==> src/design/link_pkg.sv <==
package link_pkg;

    parameter int TYPE_W     = 4;
    parameter int CHK_W      = 4;
    parameter int PAYLOAD_W  = 32;
    // Start bit, type, payload, checksum and stop bit.
    parameter int FRAME_BITS = 1 + TYPE_W + PAYLOAD_W + CHK_W + 1;

    typedef enum logic [TYPE_W-1:0] {
        INIT   = 4'd0,
        ACK    = 4'd1,
        NAK    = 4'd2,
        STL    = 4'd3,
        DIDX   = 4'd5,
        DPARAM = 4'd6,
        DDIDX  = 4'd7,
        DLINK  = 4'd8,
        DTYPE  = 4'd9,
        DTEMP  = 4'd10,
        DATA0  = 4'd13,
        DATA1  = 4'd14,
        ERROR  = 4'd15       // Local marker for a damaged frame.
    } packet_type_e;

    typedef enum logic [3:0] {
        MAIN_IDLE, SEND_PREP, SEND_DATA, RANS_WAIT, RANS_TAKE, RANS_DONE,
        SEND_DONE, READ_PREP, READ_TAKE, WANS_PREP, WANS_SEND, READ_DONE
    } link_state_e;

    typedef enum logic [1:0] {
        NONE,
        OK,
        RETRY_EXHAUSTED,
        TIMED_OUT
    } send_status_e;

    // XOR of the type nibble and all payload nibbles.
    function automatic logic [CHK_W-1:0] frame_checksum(
        input logic [TYPE_W-1:0]    ptype,
        input logic [PAYLOAD_W-1:0] payload
    );
        logic [CHK_W-1:0] sum;
        sum = ptype;
        for (int i = 0; i < PAYLOAD_W / CHK_W; i++) begin
            sum = sum ^ payload[i*CHK_W +: CHK_W];
        end
        return sum;
    endfunction

endpackage

==> src/design/frame_tx.sv <==
`timescale 1ns/100ps

module frame_tx import link_pkg::*; (
    input  logic                 clk,
    input  logic                 rst,
    input  logic                 tx_start,
    input  packet_type_e         tx_type,
    input  logic [PAYLOAD_W-1:0] tx_data,
    output logic                 tx_done,
    output logic                 tx_line
);

    localparam int CNT_W = $clog2(FRAME_BITS);

    logic [FRAME_BITS-1:0] frame;
    logic [FRAME_BITS-1:0] shift_reg;
    logic [CNT_W-1:0]      bit_cnt;
    logic                  busy;      // A frame is on the line.
    logic                  load;

    assign frame = {1'b0, tx_type, tx_data, frame_checksum(tx_type, tx_data), 1'b1};

    // No new frame until the previous request has been released.
    assign load = tx_start && !tx_done && !busy;

    always_ff @(posedge clk or posedge rst) begin
        if (rst) begin
            busy    <= 1'b0;
            bit_cnt <= '0;
            tx_done <= 1'b0;
            tx_line <= 1'b1;
        end else if (load) begin
            busy    <= 1'b1;
            bit_cnt <= '0;
            tx_line <= frame[FRAME_BITS-1];    // Start bit.
        end else if (busy) begin
            if (bit_cnt == CNT_W'(FRAME_BITS - 1)) begin
                busy    <= 1'b0;
                tx_done <= 1'b1;
                tx_line <= 1'b1;
            end else begin
                bit_cnt <= bit_cnt + 1'b1;
                tx_line <= shift_reg[FRAME_BITS-2];
            end
        end else if (tx_done && !tx_start) begin
            tx_done <= 1'b0;
        end
    end

    // MSB first; idle ones fill in behind.
    always_ff @(posedge clk) begin
        if (load) begin
            shift_reg <= frame;
        end else if (busy) begin
            shift_reg <= {shift_reg[FRAME_BITS-2:0], 1'b1};
        end
    end

    a_idle_high: assert property (@(posedge clk) disable iff (rst) !busy |-> tx_line)
        else $error("tx_line low while no frame is shifted");

endmodule

==> src/design/frame_rx.sv <==
`timescale 1ns/100ps

module frame_rx import link_pkg::*; (
    input  logic                 clk,
    input  logic                 rst,
    input  logic                 rx_line,
    output logic                 rx_valid,
    output packet_type_e         rx_type,
    output logic [PAYLOAD_W-1:0] rx_data,
    input  logic                 rx_taken
);

    localparam int CNT_W  = $clog2(FRAME_BITS);
    localparam int BODY_W = FRAME_BITS - 2;    // Type, payload and checksum.

    logic [BODY_W-1:0]    shift_reg;
    logic [CNT_W-1:0]     bit_cnt;
    logic                 busy;
    logic                 last_bit;
    logic [TYPE_W-1:0]    got_type;
    logic [PAYLOAD_W-1:0] got_data;
    logic [CHK_W-1:0]     got_chk;
    logic                 frame_ok;

    assign got_type = shift_reg[BODY_W-1 -: TYPE_W];
    assign got_data = shift_reg[CHK_W +: PAYLOAD_W];
    assign got_chk  = shift_reg[CHK_W-1:0];
    assign last_bit = busy && (bit_cnt == CNT_W'(FRAME_BITS - 1));

    // The stop bit is still on the line during the last cycle.
    assign frame_ok = (frame_checksum(got_type, got_data) == got_chk) && rx_line;

    always_ff @(posedge clk or posedge rst) begin
        if (rst) begin
            busy     <= 1'b0;
            bit_cnt  <= '0;
            rx_valid <= 1'b0;
        end else if (rx_valid) begin
            if (rx_taken) begin
                rx_valid <= 1'b0;
            end
        end else if (!busy) begin
            if (!rx_line) begin
                busy    <= 1'b1;               // Start bit seen.
                bit_cnt <= CNT_W'(1);
            end
        end else if (last_bit) begin
            busy     <= 1'b0;
            rx_valid <= 1'b1;
        end else begin
            bit_cnt <= bit_cnt + 1'b1;
        end
    end

    always_ff @(posedge clk) begin
        if (busy && !last_bit) begin
            shift_reg <= {shift_reg[BODY_W-2:0], rx_line};
        end
        if (last_bit) begin
            rx_type <= frame_ok ? packet_type_e'(got_type) : ERROR;
            rx_data <= got_data;
        end
    end

    // Frame is held for the controller until it has been taken.
    a_hold_valid: assert property (@(posedge clk) disable iff (rst)
        $fell(rx_valid) |-> $past(rx_taken))
        else $error("rx_valid dropped without rx_taken");

endmodule

==> src/design/link_ctrl.sv <==
`timescale 1ns/100ps

module link_ctrl import link_pkg::*; #(
    parameter int TIMEOUT_CYCLES = 128,
    parameter int RETRY_LIMIT    = 16
) (
    input  logic                 clk,
    input  logic                 rst,

    input  logic                 send_req,
    input  packet_type_e         send_type,
    input  logic [PAYLOAD_W-1:0] send_data,
    output logic                 send_done,
    output send_status_e         send_status,

    output logic                 read_ready,
    output packet_type_e         read_type,
    output logic [PAYLOAD_W-1:0] read_data,
    input  logic                 read_ack,

    output logic                 tx_start,
    output packet_type_e         tx_type,
    output logic [PAYLOAD_W-1:0] tx_data,
    input  logic                 tx_done,

    input  logic                 rx_valid,
    input  packet_type_e         rx_type,
    input  logic [PAYLOAD_W-1:0] rx_data,
    output logic                 rx_taken
);

    localparam int WAIT_W = $clog2(TIMEOUT_CYCLES + 1);
    localparam int ANS_W  = $clog2(RETRY_LIMIT + 1);

    link_state_e       state, next_state;
    logic [WAIT_W-1:0] wait_cnt;
    logic [ANS_W-1:0]  ans_cnt;
    logic              resend;
    logic              timeout;
    logic              retry_last;

    assign timeout    = (wait_cnt == WAIT_W'(TIMEOUT_CYCLES - 1));
    assign retry_last = (ans_cnt == ANS_W'(RETRY_LIMIT - 1));

    assign send_done  = (state == SEND_DONE);
    assign read_ready = (state == READ_DONE);
    assign tx_start   = (state == SEND_DATA) || (state == WANS_SEND);
    assign rx_taken   = (state == RANS_DONE) || (state == READ_TAKE);

    always_ff @(posedge clk or posedge rst) begin
        if (rst) begin
            state <= MAIN_IDLE;
        end else begin
            state <= next_state;
        end
    end

    always_comb begin
        next_state = state;
        case (state)
            MAIN_IDLE: begin
                if (send_req) begin
                    next_state = SEND_PREP;    // Sending wins over reading.
                end else if (rx_valid) begin
                    next_state = READ_PREP;
                end
            end
            SEND_PREP: next_state = SEND_DATA;
            SEND_DATA: begin
                if (tx_done) next_state = RANS_WAIT;
            end
            RANS_WAIT: begin
                if (timeout) begin
                    next_state = SEND_DONE;
                end else if (rx_valid) begin
                    next_state = RANS_TAKE;
                end
            end
            RANS_TAKE: next_state = RANS_DONE;
            RANS_DONE: begin
                if (!rx_valid) next_state = resend ? SEND_DATA : SEND_DONE;
            end
            SEND_DONE: begin
                if (!send_req) next_state = MAIN_IDLE;
            end
            READ_PREP: next_state = READ_TAKE;
            READ_TAKE: begin
                if (!rx_valid) next_state = WANS_PREP;
            end
            WANS_PREP: next_state = WANS_SEND;
            WANS_SEND: begin
                if (tx_done) next_state = READ_DONE;
            end
            READ_DONE: begin
                if (read_ack) next_state = MAIN_IDLE;
            end
            default: next_state = MAIN_IDLE;
        endcase
    end

    // Answer counting and the outcome of a send.
    always_ff @(posedge clk or posedge rst) begin
        if (rst) begin
            wait_cnt    <= '0;
            ans_cnt     <= '0;
            resend      <= 1'b0;
            send_status <= NONE;
        end else begin
            wait_cnt <= (state == RANS_WAIT) ? wait_cnt + 1'b1 : '0;
            case (state)
                SEND_PREP: begin
                    ans_cnt     <= '0;
                    send_status <= NONE;
                end
                RANS_WAIT: begin
                    if (timeout) send_status <= TIMED_OUT;
                end
                RANS_TAKE: begin
                    ans_cnt <= ans_cnt + 1'b1;
                    if (rx_type == ACK) begin
                        resend      <= 1'b0;
                        send_status <= OK;
                    end else if (retry_last) begin
                        resend      <= 1'b0;
                        send_status <= RETRY_EXHAUSTED;
                    end else begin
                        resend <= 1'b1;          // Anything but ACK is a NAK.
                    end
                end
                default: ;
            endcase
        end
    end

    always_ff @(posedge clk) begin
        if (state == SEND_PREP) begin
            tx_type <= send_type;
            tx_data <= send_data;
        end else if (state == WANS_PREP) begin
            tx_type <= (read_type == ERROR) ? NAK : ACK;
            tx_data <= '0;
        end
        if (state == READ_PREP) begin
            read_type <= rx_type;
            read_data <= rx_data;
        end
    end

    // A finished send always carries its outcome.
    a_done_status: assert property (@(posedge clk) disable iff (rst)
        send_done |-> (send_status != NONE))
        else $error("send_done raised without a send status");

endmodule

==> src/design/link_node.sv <==
`timescale 1ns/100ps

module link_node import link_pkg::*; #(
    parameter int TIMEOUT_CYCLES = 128,
    parameter int RETRY_LIMIT    = 16
) (
    input  logic                 clk,
    input  logic                 rst,
    input  logic                 send_req,
    input  packet_type_e         send_type,
    input  logic [PAYLOAD_W-1:0] send_data,
    output logic                 send_done,
    output send_status_e         send_status,
    output logic                 read_ready,
    output packet_type_e         read_type,
    output logic [PAYLOAD_W-1:0] read_data,
    input  logic                 read_ack,
    output logic                 tx_line,
    input  logic                 rx_line
);

    logic                 tx_start;
    logic                 tx_done;
    packet_type_e         tx_type;
    logic [PAYLOAD_W-1:0] tx_data;
    logic                 rx_valid;
    logic                 rx_taken;
    packet_type_e         rx_type;
    logic [PAYLOAD_W-1:0] rx_data;

    link_ctrl #(
        .TIMEOUT_CYCLES (TIMEOUT_CYCLES),
        .RETRY_LIMIT    (RETRY_LIMIT)
    ) ctrl_i (
        .clk         (clk),
        .rst         (rst),
        .send_req    (send_req),
        .send_type   (send_type),
        .send_data   (send_data),
        .send_done   (send_done),
        .send_status (send_status),
        .read_ready  (read_ready),
        .read_type   (read_type),
        .read_data   (read_data),
        .read_ack    (read_ack),
        .tx_start    (tx_start),
        .tx_type     (tx_type),
        .tx_data     (tx_data),
        .tx_done     (tx_done),
        .rx_valid    (rx_valid),
        .rx_type     (rx_type),
        .rx_data     (rx_data),
        .rx_taken    (rx_taken)
    );

    frame_tx tx_i (
        .clk      (clk),
        .rst      (rst),
        .tx_start (tx_start),
        .tx_type  (tx_type),
        .tx_data  (tx_data),
        .tx_done  (tx_done),
        .tx_line  (tx_line)
    );

    frame_rx rx_i (
        .clk      (clk),
        .rst      (rst),
        .rx_line  (rx_line),
        .rx_valid (rx_valid),
        .rx_type  (rx_type),
        .rx_data  (rx_data),
        .rx_taken (rx_taken)
    );

endmodule

==> config.mk <==
export PLATFORM = sky130hd
export DESIGN_NAME = link_node
export DESIGN_NICKNAME = d
export VERILOG_FILES = /design/src/design/link_pkg.sv /design/src/design/frame_tx.sv /design/src/design/frame_rx.sv /design/src/design/link_ctrl.sv /design/src/design/link_node.sv
export SDC_FILE = /design/constraint.sdc
export NUM_CORES = 1
export LEC_CHECK = 0
export BUFFER_PORTS_ARGS = -buffer_cell sky130_fd_sc_hd__buf_4
export CAP_MARGIN = 20
export CORE_ASPECT_RATIO = 0.9
export CORE_MARGIN = 1.5
export CORE_UTILIZATION = 60
export DETAILED_ROUTE_END_ITERATION = 16
export GPL_TIMING_DRIVEN = 1
export MAX_ROUTING_LAYER = met4
export PLACE_DENSITY = 0.85
export SYNTH_ARGS = -nofsm -noshare
export SYNTH_HDL_FRONTEND = slang
export SYNTH_HIERARCHICAL = 1
export SYNTH_SLANG_ARGS = --single-unit
export TNS_END_PERCENT = 10
==> constraint.sdc <==
create_clock -name clk -period 5.2 [get_ports clk]
set_input_delay 0.78 -clock clk [delete_from_list [all_inputs] [get_ports clk]]
set_output_delay 0.78 -clock clk [all_outputs]
set_load 0.005 [all_outputs]
# Yosys cells after proc, flatten, opt, wreduce, memory -nomap -nowiden
# Cells that the tools add are included.
# word_totals
reg_bits,225
latchBits,0
ram_bits,0
memories,0
romBits,0
out_inout_bits,41
# op_classes
div_mod_pow,0
shifts,0
reduce_logical,23
n_bitwise,18
mux,49
n_eq_ne,32
order_cmp,0
mul,0
n_addsub,4
# op_table
cell,count
2-to-1 mux 41 bit,2
2-to-1 mux 32 bit,2
XOR 4 bit,16
2-to-1 mux 4 bit,12
one-hot mux 4 bit (12 select lines),1
2-to-1 mux 6 bit,6
"equality test 4 bit, second input constant",5
2-to-1 mux 1 bit,18
"equality test 4 x 3 -> 1 bit, second input constant",4
"adder 6 x 1 -> 6 bit, second input constant",2
"equality test 6 bit, second input constant",2
"inequality test 2 x 1 -> 1 bit, second input constant",6
"inequality test 2 bit, second input constant",5
one-hot mux 5 bit (2 select lines),1
AND reduction 3 bit,3
"adder 8 x 1 -> 8 bit, second input constant",1
"equality test 4 x 1 -> 1 bit, second input constant",2
"equality test 4 x 2 -> 1 bit, second input constant",2
"equality test 8 x 7 -> 1 bit, second input constant",1
2-to-1 mux 2 bit,4
2-to-1 mux 8 bit,1
AND reduction 8 bit,1
nonzero test 2 bit,4
logical AND 1 bit,6
other kinds (13),19

# Depth between registers and ports, before layout
# Gate-level depths: netlist (run 1).
# logic_depth
ltp_word,10
depth_mapped,9

# By module
# The synthesis (run 1) kept the hierarchy.
# by_module_without_submodules
mod,instances,seq_area_each_um2,cells_each,area_per_inst_um2
link_ctrl,1,2662.6,237,3548.4
frame_rx,1,2482.4,166,3095.5
frame_tx,1,1427.6,240,2429.8

# Worst setup path after synthesis (run 1)
# No wires, ideal clock.
# synth_path
kind,register to register
from,register rx_i.bit_cnt[1]
to,register rx_i.shift_reg[0] (enable)
arrival_ns,2.460
n_path_buf,0
slack_ns,2.303
required_time_ns,4.763
stages_incl_launch_ff,6
cell_sequence,dfrtp_1 -> inv_1 -> ha_1 -> nand4b_1 -> nor2_1 -> nor2_1
# synth_via
elab_chain_len,4
# synth_rtl
element,line,text
"start, declared",frame_rx.sv:17,logic [CNT_W-1:0] bit_cnt;
"start signal, assigned",frame_rx.sv:51,bit_cnt <= bit_cnt + 1'b1;
equality test 6 bit,frame_rx.sv:28,assign last_bit = busy && (bit_cnt == CNT_W'(FRAME_BITS - 1));
logical AND 1 bit,frame_rx.sv:28,
logical NOT 1 bit,frame_rx.sv:56,if (busy && !last_bit) begin
logical AND 1 bit,frame_rx.sv:56,
"end signal, assigned",frame_rx.sv:57,"shift_reg <= {shift_reg[BODY_W-2:0], rx_line};"
"end, declared",frame_rx.sv:16,logic [BODY_W-1:0] shift_reg;
# No other way between the ends.
# A chain may end at the register's enable or synchronous reset.

# Final worst setup path (run 1)
# layout_path
from,register ctrl_i.state[2]
to,output send_done
# layout_via
elab_chain_len,1
# layout_rtl
element,line,text
"start, declared",link_ctrl.sv:35,"link_state_e state, next_state;"
"start signal, assigned",link_ctrl.sv:54,state <= next_state;
equality test 4 x 3 -> 1 bit,link_ctrl.sv:45,assign send_done = (state == SEND_DONE);
"end, declared",link_node.sv:12,"output logic send_done,"
# No other way between the ends.

==> flow_metrics.env, run 1 <==
export IMPL_rows=42
export IMPL_cts_sinks=225
export IMPL_crit_path_end_kind="output port"
export IMPL_n_antenna_cell=0
export IMPL_start_util=0.6145
export IMPL_cts_resized=0
export IMPL_die_h_um=119.7
export IMPL_cp_data_arrival_time_ps=1760
export IMPL_first_global_vias=5328
export IMPL_grt_start_max_net_pins=43
export IMPL_drv_cap=0
export IMPL_syn_nets=691
export IMPL_place_ws_ps=2941
export IMPL_outcome="completed"
export IMPL_clock_latency_ps=490
export IMPL_ys_types=52
export IMPL_cts_tree="built"
export IMPL_rsz0062_at_grt="no"
export IMPL_powerDensity_nw_per_um2=644.4
export IMPL_dp_hpwl_mm=10.82
export IMPL_dieArea_um2=15870
export IMPL_max_freq_mhz=393.8
export IMPL_syn_inst=643
export IMPL_coreArea_um2=14770
export IMPL_grt_overflow=0
export IMPL_drv_slew=0
export IMPL_chipWidth_um=132.6
export IMPL_yosysTopAreaCellShare=0.6222
export IMPL_track_usage=0.2352
export IMPL_fillers=885
export IMPL_synthArstFlopShare=0.1644
export IMPL_finalNetCount=785
export IMPL_cts_made_buffers=22
export IMPL_wl_per_cell_um=18.60
export IMPL_syn_to_final_growth_pct=18.27
export IMPL_worstPathMaxFanout=14
export IMPL_syn_area_per_cell_um2=14.11
export IMPL_route_detailed_drc=0
export IMPL_tightest_slew_ps=1059
export IMPL_grt_pass1_wl_mm=27.98
export IMPL_io_pins=82
export IMPL_final_setup_tns_ps=0
export IMPL_htree_levels=1
export IMPL_hold_violations=0
export IMPL_routed_wl_mm=17.69
export IMPL_syn_area_um2=9074
export IMPL_synth_commonest_cells="edfxtp_1 (188), nand2_1 (139), xnor2_1 (41), and2_1 (36), dfrtp_1 (36)"
export IMPL_ant_nets=0
export IMPL_first_pass_iters=5
export IMPL_fin_skew_ps=8.873
export IMPL_antenna_found_initial=0
export IMPL_yosys_area_top_type="edfxtp_1"
export IMPL_r2r_start="ctrl_i/state[0]$_DFFE_PP0P_"
export IMPL_cts_root_buf="clkbuf_16"
export IMPL_postCtsSetupRepairBufs=0
export IMPL_yosysMostFrequentCell="edfxtp_1"
export IMPL_cts_buffer_depth=3
export IMPL_layout_setup_ws_ps=2661
export IMPL_ys_seq_area_frac=0.7244
export IMPL_power_mw=6.916
export IMPL_setup_violations=0
export IMPL_min_path_type="in -> async"
export IMPL_worst_ep_required_time_ps=4420
export IMPL_min_period_ps=2539
export IMPL_synthTopCellsByArea="edfxtp_1 (62%), dfrtp_1 (9.9%), nand2_1 (5.8%)"
export IMPL_hold_buffers=0
export IMPL_seqCellArea_um2=6573
export IMPL_vdd_drop_max_mv=0.5328
export IMPL_routed_via_density=5.620
export IMPL_ys_ff_latch=225
export IMPL_multi_input_area_um2=2374
export IMPL_slew_headroom=0.2925
export IMPL_drive_gt1_frac=0.1899
export IMPL_ys_flop_type="edfxtp_1"
export IMPL_io_buffers=81
export IMPL_start_kind="flop"
export IMPL_finalWeightedCongestion=0.9089
export IMPL_routed_via_count=5345
export IMPL_r2r_slack_ps=2860
export IMPL_ys_warnings_count=6
export IMPL_worstReg2RegEnd="tx_i/shift_reg[9]$_DFFE_PP_"
export IMPL_synth_edf_count=188
export IMPL_leakage_nw=4.196
export IMPL_worstRegToRegCells=7
export IMPL_period_share=0.4883
export IMPL_cts_clk_slew_worst_paths_ps=60
export IMPL_drt_initial_drc_count=581
export IMPL_critical_path_class="reg -> out"
-- how the worst max path moves through the flow --
stage / slack [ps] / startpoint / cells after the start / end
final: 2660 / ctrl_i/state[2]$_DFFE_PP0P_ / 3 / send_done
after global routing: 2600 / ctrl_i/state[2]$_DFFE_PP0P_ / 3 / send_done
after CTS: 2660 / ctrl_i/state[2]$_DFFE_PP0P_ / 3 / send_done
after detailed placement: 2940 / rx_i/bit_cnt[1]$_DFFE_PP0P_ / 7 / rx_i/rx_data[28]$_DFFE_PP_
after global placement: 3130 / ctrl_i/state[2]$_DFFE_PP0P_ / 2 / ctrl_i/read_data[28]$_DFFE_PP_
after floorplan: 2300 / rx_i/bit_cnt[1]$_DFFE_PP0P_ / 5 / rx_i/shift_reg[0]$_DFFE_PP_
-- stage by stage --
step           instances    util  hold slack [ps]  instance area [µm²]
4_1_cts              950  0.7254            254.5                10710
6_report             951  0.7267            277.1                10730
3_5_place_dp         910  0.6709            404.5                 9907
2_1_floorplan        643       -            400.3                 9074
3_3_place_gp         910  0.6709            404.1                 9907
5_1_grt              951  0.7267            287.4                10730
-- per-layer routing --
metal / share of wire / track usage
met1: 0.42 / 0.3081
met2: 0.50 / 0.3878
met3: 0.055 / 0.03929
met4: 0.028 / 0.06731
met5: 0 / -
-- report_power, final --
part | total (mW) | switching [mW] | internal (mW)
clock network | 1.74 | 0.652 | 1.09
registers | 3.17 | 0.429 | 2.74
logic | 2.01 | 1.05 | 0.956
total | 6.92 | 2.13 | 4.78
-- worst max-delay path, cell delays in order (launching register included) --
cell,delay [ps]
dfrtp_1,620
or2b_4,370
nor2_1,150
buf_4,130
-- cell usage in the layout (no fill, tap or decap), types with 7 or more instances in the layout --
master	synthesis	final
xnor3_1	8	8
inv_1	14	14
and2_1	36	36
clkbuf_16	0	23
buf_4	0	87
a21oi_1	12	12
ha_1	7	7
nand2_1	139	139
xnor2_1	41	41
nand3_1	7	7
nor2_1	27	24
xor2_1	18	18
edfxtp_1	188	188
o21ai_0	24	24
dfrtp_1	36	36
-- layout make-up --
cell class,count,area share
clock buffer,28,0.05725
clock inverter,12,0.01772
inverter,16,0.005596
multi-input combinational,384,0.2212
sequential,225,0.6125
tap,198,0.02309
timing repair buffer,88,0.06273
-- cells by family (layout without fill, tap and decap cells) --
group | after synthesis | in the layout | share of synthesized area
flip-flops | 225 | 225 | 0.7244
adder cells (fa/ha/maj) | 7 | 7 | 0.009652
XOR/XNOR | 67 | 67 | 0.07681
buffers and inverters | 34 | 144 | 0.01655
AND/OR/NAND/NOR | 245 | 245 | 0.1259
AO/OA/AOI/OAI | 59 | 59 | 0.03958
multiplexers | 6 | 6 | 0.007170
No activity file was read; power rests on OpenSTA's default activity.
==> inputs of run 2 (changes only) <==
- CORE_UTILIZATION: 60 -> 53
- PLACE_DENSITY: 0.85 -> 0.8
- clock period: 5.2 -> 2.3 ns (I/O delays scaled with it)
==> flow_metrics.env, run 2 (synthesis gave the netlist of run 1 again) <==
export IMPL_outcome="completed"
export IMPL_crit_path_end_kind="output port"
export IMPL_setup_violations=0
export IMPL_start_kind="flop"
export IMPL_grt_start_max_net_pins=43
export IMPL_fillers=1206
export IMPL_start_util=0.5390
export IMPL_finalNetCount=791
export IMPL_seqCellArea_um2=6573
export IMPL_fin_skew_ps=9.156
export IMPL_dp_hpwl_mm=10.48
export IMPL_min_period_ps=2161
export IMPL_worstPathMaxFanout=14
export IMPL_leakage_nw=4.195
export IMPL_layout_setup_ws_ps=139.1
export IMPL_routed_via_density=5.295
export IMPL_cts_buffer_depth=3
export IMPL_min_path_type="in -> reg"
export IMPL_dieArea_um2=17920
export IMPL_route_detailed_drc=0
export IMPL_antenna_found_initial=0
export IMPL_cts_root_buf="clkbuf_16"
export IMPL_hold_violations=0
export IMPL_vdd_drop_max_mv=1.075
export IMPL_layout_commonest_cell="edfxtp_1"
export IMPL_met1_usage=0.2492
export IMPL_first_pass_iters=5
export IMPL_drv_cap=0
export IMPL_drv_slew=0
export IMPL_critical_path_class="reg -> out"
export IMPL_ant_nets=0
export IMPL_met3_usage=0.03448
export IMPL_max_stage_delay_ps=640
export IMPL_critical_path_cell_chain="or2b_4 > nor2_1 > buf_4"
export IMPL_io_buffers=81
export IMPL_cts_clk_slew_worst_paths_ps=60
export IMPL_slowest_stage="dfrtp_1"
export IMPL_grt_overflow=0
export IMPL_clock_latency_ps=510
export IMPL_rows=45
export IMPL_n_antenna_cell=0
export IMPL_routed_wl_mm=16.60
export IMPL_cts_resized=0
export IMPL_chipWidth_um=140.9
export IMPL_routed_via_count=5147
export IMPL_grt_pass1_wl_mm=26.56
export IMPL_track_usage=0.1937
export IMPL_grt_busiest_layer="met2"
export IMPL_first_global_vias=5223
export IMPL_final_setup_tns_ps=0
export IMPL_fin_worst_hold_slack_ps=65.11
export IMPL_rsz0062_at_grt="no"
export IMPL_die_h_um=127.1
export IMPL_slew_headroom=0.4737
export IMPL_final_cell_mix="edfxtp_1 (188), nand2_1 (139), buf_4 (87)"
export IMPL_io_pins=82
export IMPL_wl_per_cell_um=17.07
export IMPL_drt_initial_drc_count=348
export IMPL_cts_made_buffers=24
export IMPL_met2_usage=0.3277
export IMPL_multi_input_area_um2=2374
export IMPL_cp_data_arrival_time_ps=1820
export IMPL_tightest_slew_ps=788.5
export IMPL_period_share=0.9395
export IMPL_finalWeightedCongestion=0.8626
export IMPL_cts_sinks=225
export IMPL_cts_tree="built"
export IMPL_drive_gt1_frac=0.1840
export IMPL_syn_to_final_growth_pct=18.66
export IMPL_worst_ep_required_time_ps=1960
export IMPL_coreArea_um2=16830
export IMPL_powerDensity_nw_per_um2=1412
export IMPL_max_freq_mhz=462.8
export IMPL_htree_levels=1
export IMPL_place_ws_ps=284.1
[run 2: cell types whose count changed in the layout (fill, tap and decap cells not counted), sizes merged]
cell / change
inv: +1
dlygate4sd3: +1
bufinv: -3
clkbuf: +5
clkinv: +1
buf: +3
[run 2: through the flow]
stage / cells / cell area, µm² / utilization / total power, mW
after floorplan: 643 / 9076 / - / 10.21
after global placement: 927 / 10000 / 0.5942 / 11.33
after detailed placement: 927 / 10000 / 0.5942 / 11.58
after CTS: 972 / 10770 / 0.6395 / 15.33
after global routing: 972 / 10770 / 0.6395 / 16.03
final: 972 / 10770 / 0.6395 / 15.20
[run 2: report_power, final]
| part | internal (mW) | switching [mW] | total (mW) |
|---|---|---|---|
| combinational | 2.20 | 2.19 | 4.39 |
| clock | 2.16 | 1.49 | 3.66 |
| sequential | 6.19 | 0.958 | 7.15 |
[run 2: cell type report]
type	count	area share
Sequential cell	225	0.6105
Multi-Input combinational cell	384	0.2205
Timing Repair Buffer	92	0.06903
Clock buffer	33	0.05892
Tap cell	211	0.02452
Clock inverter	11	0.01104
Inverter	16	0.005578
[run 2: final timing paths]
kind                       slack [ps]                         start  depth (start not counted)                            end
max                               140   ctrl_i/state[2]$_DFFE_PP0P_                          3                      send_done
min                                70                       rx_line                          1    rx_i/shift_reg[0]$_DFFE_PP_
max reg2reg                       240  ctrl_i/wait_cnt[0]$_DFF_PP0_                          6    ctrl_i/state[1]$_DFFE_PP0P_
min reg2reg                       420     rx_i/rx_data[6]$_DFFE_PP_                          0  ctrl_i/read_data[6]$_DFFE_PP_
max in group asynchronous        1220                           rst                          3  ctrl_i/ans_cnt[2]$_DFFE_PP0P_
min in group asynchronous         380                           rst                          3    rx_i/bit_cnt[4]$_DFFE_PP0P_
[run 2: repair_timing]
| action | 4_1_cts | 5_1_grt |
|---|---|---|
| setup buffers | 0 | 0 |
| hold buffers | 1 | 0 |
| endpoints found under the hold margin | 16 | 0 |
[run 2: worst max-delay path: cells and delay by family, from the launching register on]
kind | cells | cell delay (ps)
buf+inv | 1 | 140
flops | 1 | 640
simple gates | 2 | 530
[run 2: layer usage]
metal	share of wire	up-vias
met5	0	-
met4	0.019	0
met3	0.050	25
met2	0.50	142
met1	0.43	2530
li1	-	2450
==> inputs of run 3 (changes only) <==
- CAP_MARGIN: 20 -> default
- SYNTH_HIERARCHICAL: 1 -> default
==> flow_metrics.env, run 3 <==
export IMPL_die_h_um=127.2
export IMPL_routed_via_density=5.280
export IMPL_r2r_start="rx_i.shift_reg[32]$_DFFE_PP_"
export IMPL_syn_inst=637
export IMPL_leakage_nw=4.188
export IMPL_htree_levels=1
export IMPL_coreArea_um2=16830
export IMPL_powerDensity_nw_per_um2=1329
export IMPL_met3_usage=0.02961
export IMPL_met2_usage=0.2976
export IMPL_grt_overflow=0
export IMPL_cts_resized=0
export IMPL_syn_area_per_cell_um2=14.25
export IMPL_first_pass_iters=4
export IMPL_crit_path_end_kind="output port"
export IMPL_syn_area_um2=9077
export IMPL_synthTopCellsByArea="edfxtp_1 (62%), dfrtp_1 (9.9%), xnor2_1 (5.6%)"
export IMPL_worstPathMaxFanout=11
export IMPL_ant_nets=0
export IMPL_final_cell_mix="edfxtp_1 (188), nand2_1 (134), buf_4 (89)"
export IMPL_track_usage=0.1922
export IMPL_chipWidth_um=141.0
export IMPL_dieArea_um2=17920
export IMPL_synth_edf_count=188
export IMPL_start_kind="flop"
export IMPL_fin_worst_hold_slack_ps=60.75
export IMPL_first_global_vias=5072
export IMPL_critical_path_class="reg -> out"
export IMPL_ys_ff_latch=225
export IMPL_final_setup_tns_ps=0
export IMPL_min_period_ps=1970
export IMPL_ys_flop_type="edfxtp_1"
export IMPL_postCtsSetupRepairBufs=0
export IMPL_slowest_stage="dfrtp_1"
export IMPL_grt_start_max_net_pins=45
export IMPL_tightest_slew_ps=752.2
export IMPL_dp_cells=922
export IMPL_syn_nets=685
export IMPL_drt_initial_drc_count=378
export IMPL_cts_root_buf="clkbuf_16"
export IMPL_layout_setup_ws_ps=329.6
export IMPL_final_cell_count_no_fill=963
export IMPL_io_pins=82
export IMPL_ys_seq_area_frac=0.7241
export IMPL_worst_ep_required_time_ps=1960
export IMPL_start_util=0.5392
export IMPL_ys_warnings_count=0
export IMPL_yosys_area_top_type="edfxtp_1"
export IMPL_cp_data_arrival_time_ps=1630
export IMPL_critical_path_cell_chain="nand2b_1 > nor2_1 > buf_4"
export IMPL_startpoint="ctrl_i.state[3]$_DFFE_PP0P_"
export IMPL_cts_clk_slew_worst_paths_ps=60
export IMPL_ys_types=54
export IMPL_hold_buffers=1
export IMPL_drive_gt1_frac=0.1915
export IMPL_cts_buffer_depth=3
export IMPL_yosysTopAreaCellShare=0.6219
export IMPL_grt_pass1_wl_mm=26.21
export IMPL_vdd_drop_max_mv=0.7707
export IMPL_max_stage_delay_ps=600
export IMPL_rsz0062_at_grt="no"
export IMPL_period_share=0.8567
export IMPL_cts_made_buffers=23
export IMPL_clock_latency_ps=510
export IMPL_min_path_type="in -> reg"
export IMPL_drv_cap=0
export IMPL_routed_wl_mm=16.46
export IMPL_grt_busiest_layer="met2"
export IMPL_hold_violations=0
export IMPL_max_freq_mhz=507.5
export IMPL_syn_to_final_growth_pct=18.04
export IMPL_finalNetCount=785
export IMPL_finalWeightedCongestion=0.8728
export IMPL_place_area_um2=10030
export IMPL_met1_usage=0.2681
export IMPL_hold_start="rx_line"
export IMPL_cts_sinks=225
export IMPL_routed_via_count=5085
export IMPL_dp_hpwl_mm=10.77
export IMPL_setup_violations=0
export IMPL_synthArstFlopShare=0.1644
export IMPL_fin_area_um2=10720
export IMPL_n_antenna_cell=0
export IMPL_yosysMostFrequentCell="edfxtp_1"
export IMPL_io_buffers=81
export IMPL_drv_slew=0
export IMPL_cts_tree="built"
export IMPL_rows=45
export IMPL_fin_skew_ps=25.60
export IMPL_antenna_found_initial=0
export IMPL_route_detailed_drc=0
export IMPL_outcome="completed"
export IMPL_synth_commonest_cells="edfxtp_1 (188), nand2_1 (134), xnor2_1 (58), dfrtp_1 (36), and2_1 (35)"
export IMPL_layout_commonest_cell="edfxtp_1"
export IMPL_wl_per_cell_um=17.09
export IMPL_slew_headroom=0.4980
export IMPL_place_ws_ps=323.4
[run 3: cell count changes after synthesis, moves of 5 or more]
cell,change
nand2_1,-5
inv_1,-5
and3_1,+5
o21ai_0,-18
xnor3_1,-5
xnor2_1,+17
o21ai_1,+8
[run 3: worst paths after layout]
| check | cells past startpoint | slack (ps) | end |
|---|---|---|---|
| worst max-delay path | 3 | 330 | read_ready |
| worst min-delay path | 1 | 60 | rx_i.shift_reg[0]$_DFFE_PP_ |
| worst max register to register | 5 | 330 | rx_i.rx_type[1]$_SDFFCE_PN1P_ |
| worst min register to register | 0 | 420 | ctrl_i.read_data[25]$_DFFE_PP_ |
| max in group asynchronous | 4 | 1210 | rx_i.bit_cnt[3]$_DFFE_PP0P_ |
| min in group asynchronous | 3 | 530 | tx_i.busy$_DFF_PP0_ |
[run 3: cells by family after synthesis]
group | synth area share
multiplexers | 0.006616
buffers and inverters | 0.01516
AND/OR/NAND/NOR | 0.1333
flip-flops | 0.7241
XOR/XNOR | 0.07788
AO/OA/AOI/OAI | 0.03336
adder cells (fa/ha/maj) | 0.009648
[run 3: final cells by class]
type | instances | area [µm²]
Fill cell | 1202 | 6120
Multi-Input combinational cell | 382 | 2389
Tap cell | 211 | 264.0
Inverter | 10 | 37.54
Sequential cell | 225 | 6573
Timing Repair Buffer | 95 | 778.2
Clock inverter | 11 | 56.30
Clock buffer | 29 | 618.1
[run 3: critical path: cells and delay by family (launching register included)]
kind                   cells  cell delay, ps
flip-flops                 1             600
AND/OR/NAND/NOR            2             370
buffers and inverters      1             130
[run 3: power breakdown]
part | internal, mW | switching [mW] | total, mW | leakage, nW
Sequential | 5.91 | 0.718 | 6.62 | 2.29
Combinational | 1.93 | 2.32 | 4.26 | 1.57
Clock | 1.90 | 1.46 | 3.36 | 0.335
Total | 9.73 | 4.51 | 14.2 | 4.19
[run 3: metrics by stage]
stage | util | total power, mW
2_1_floorplan | - | 9.746
3_3_place_gp | 0.5958 | 10.69
3_5_place_dp | 0.5958 | 10.95
4_1_cts | 0.6365 | 14.35
5_1_grt | 0.6365 | 15.00
6_report | 0.6365 | 14.24
[run 3: layer usage]
layer / share of wire / vias to the layer above
li1: - / 2427
met1: 0.45 / 2503
met2: 0.47 / 126
met3: 0.052 / 29
met4: 0.025 / 0
met5: 0 / -
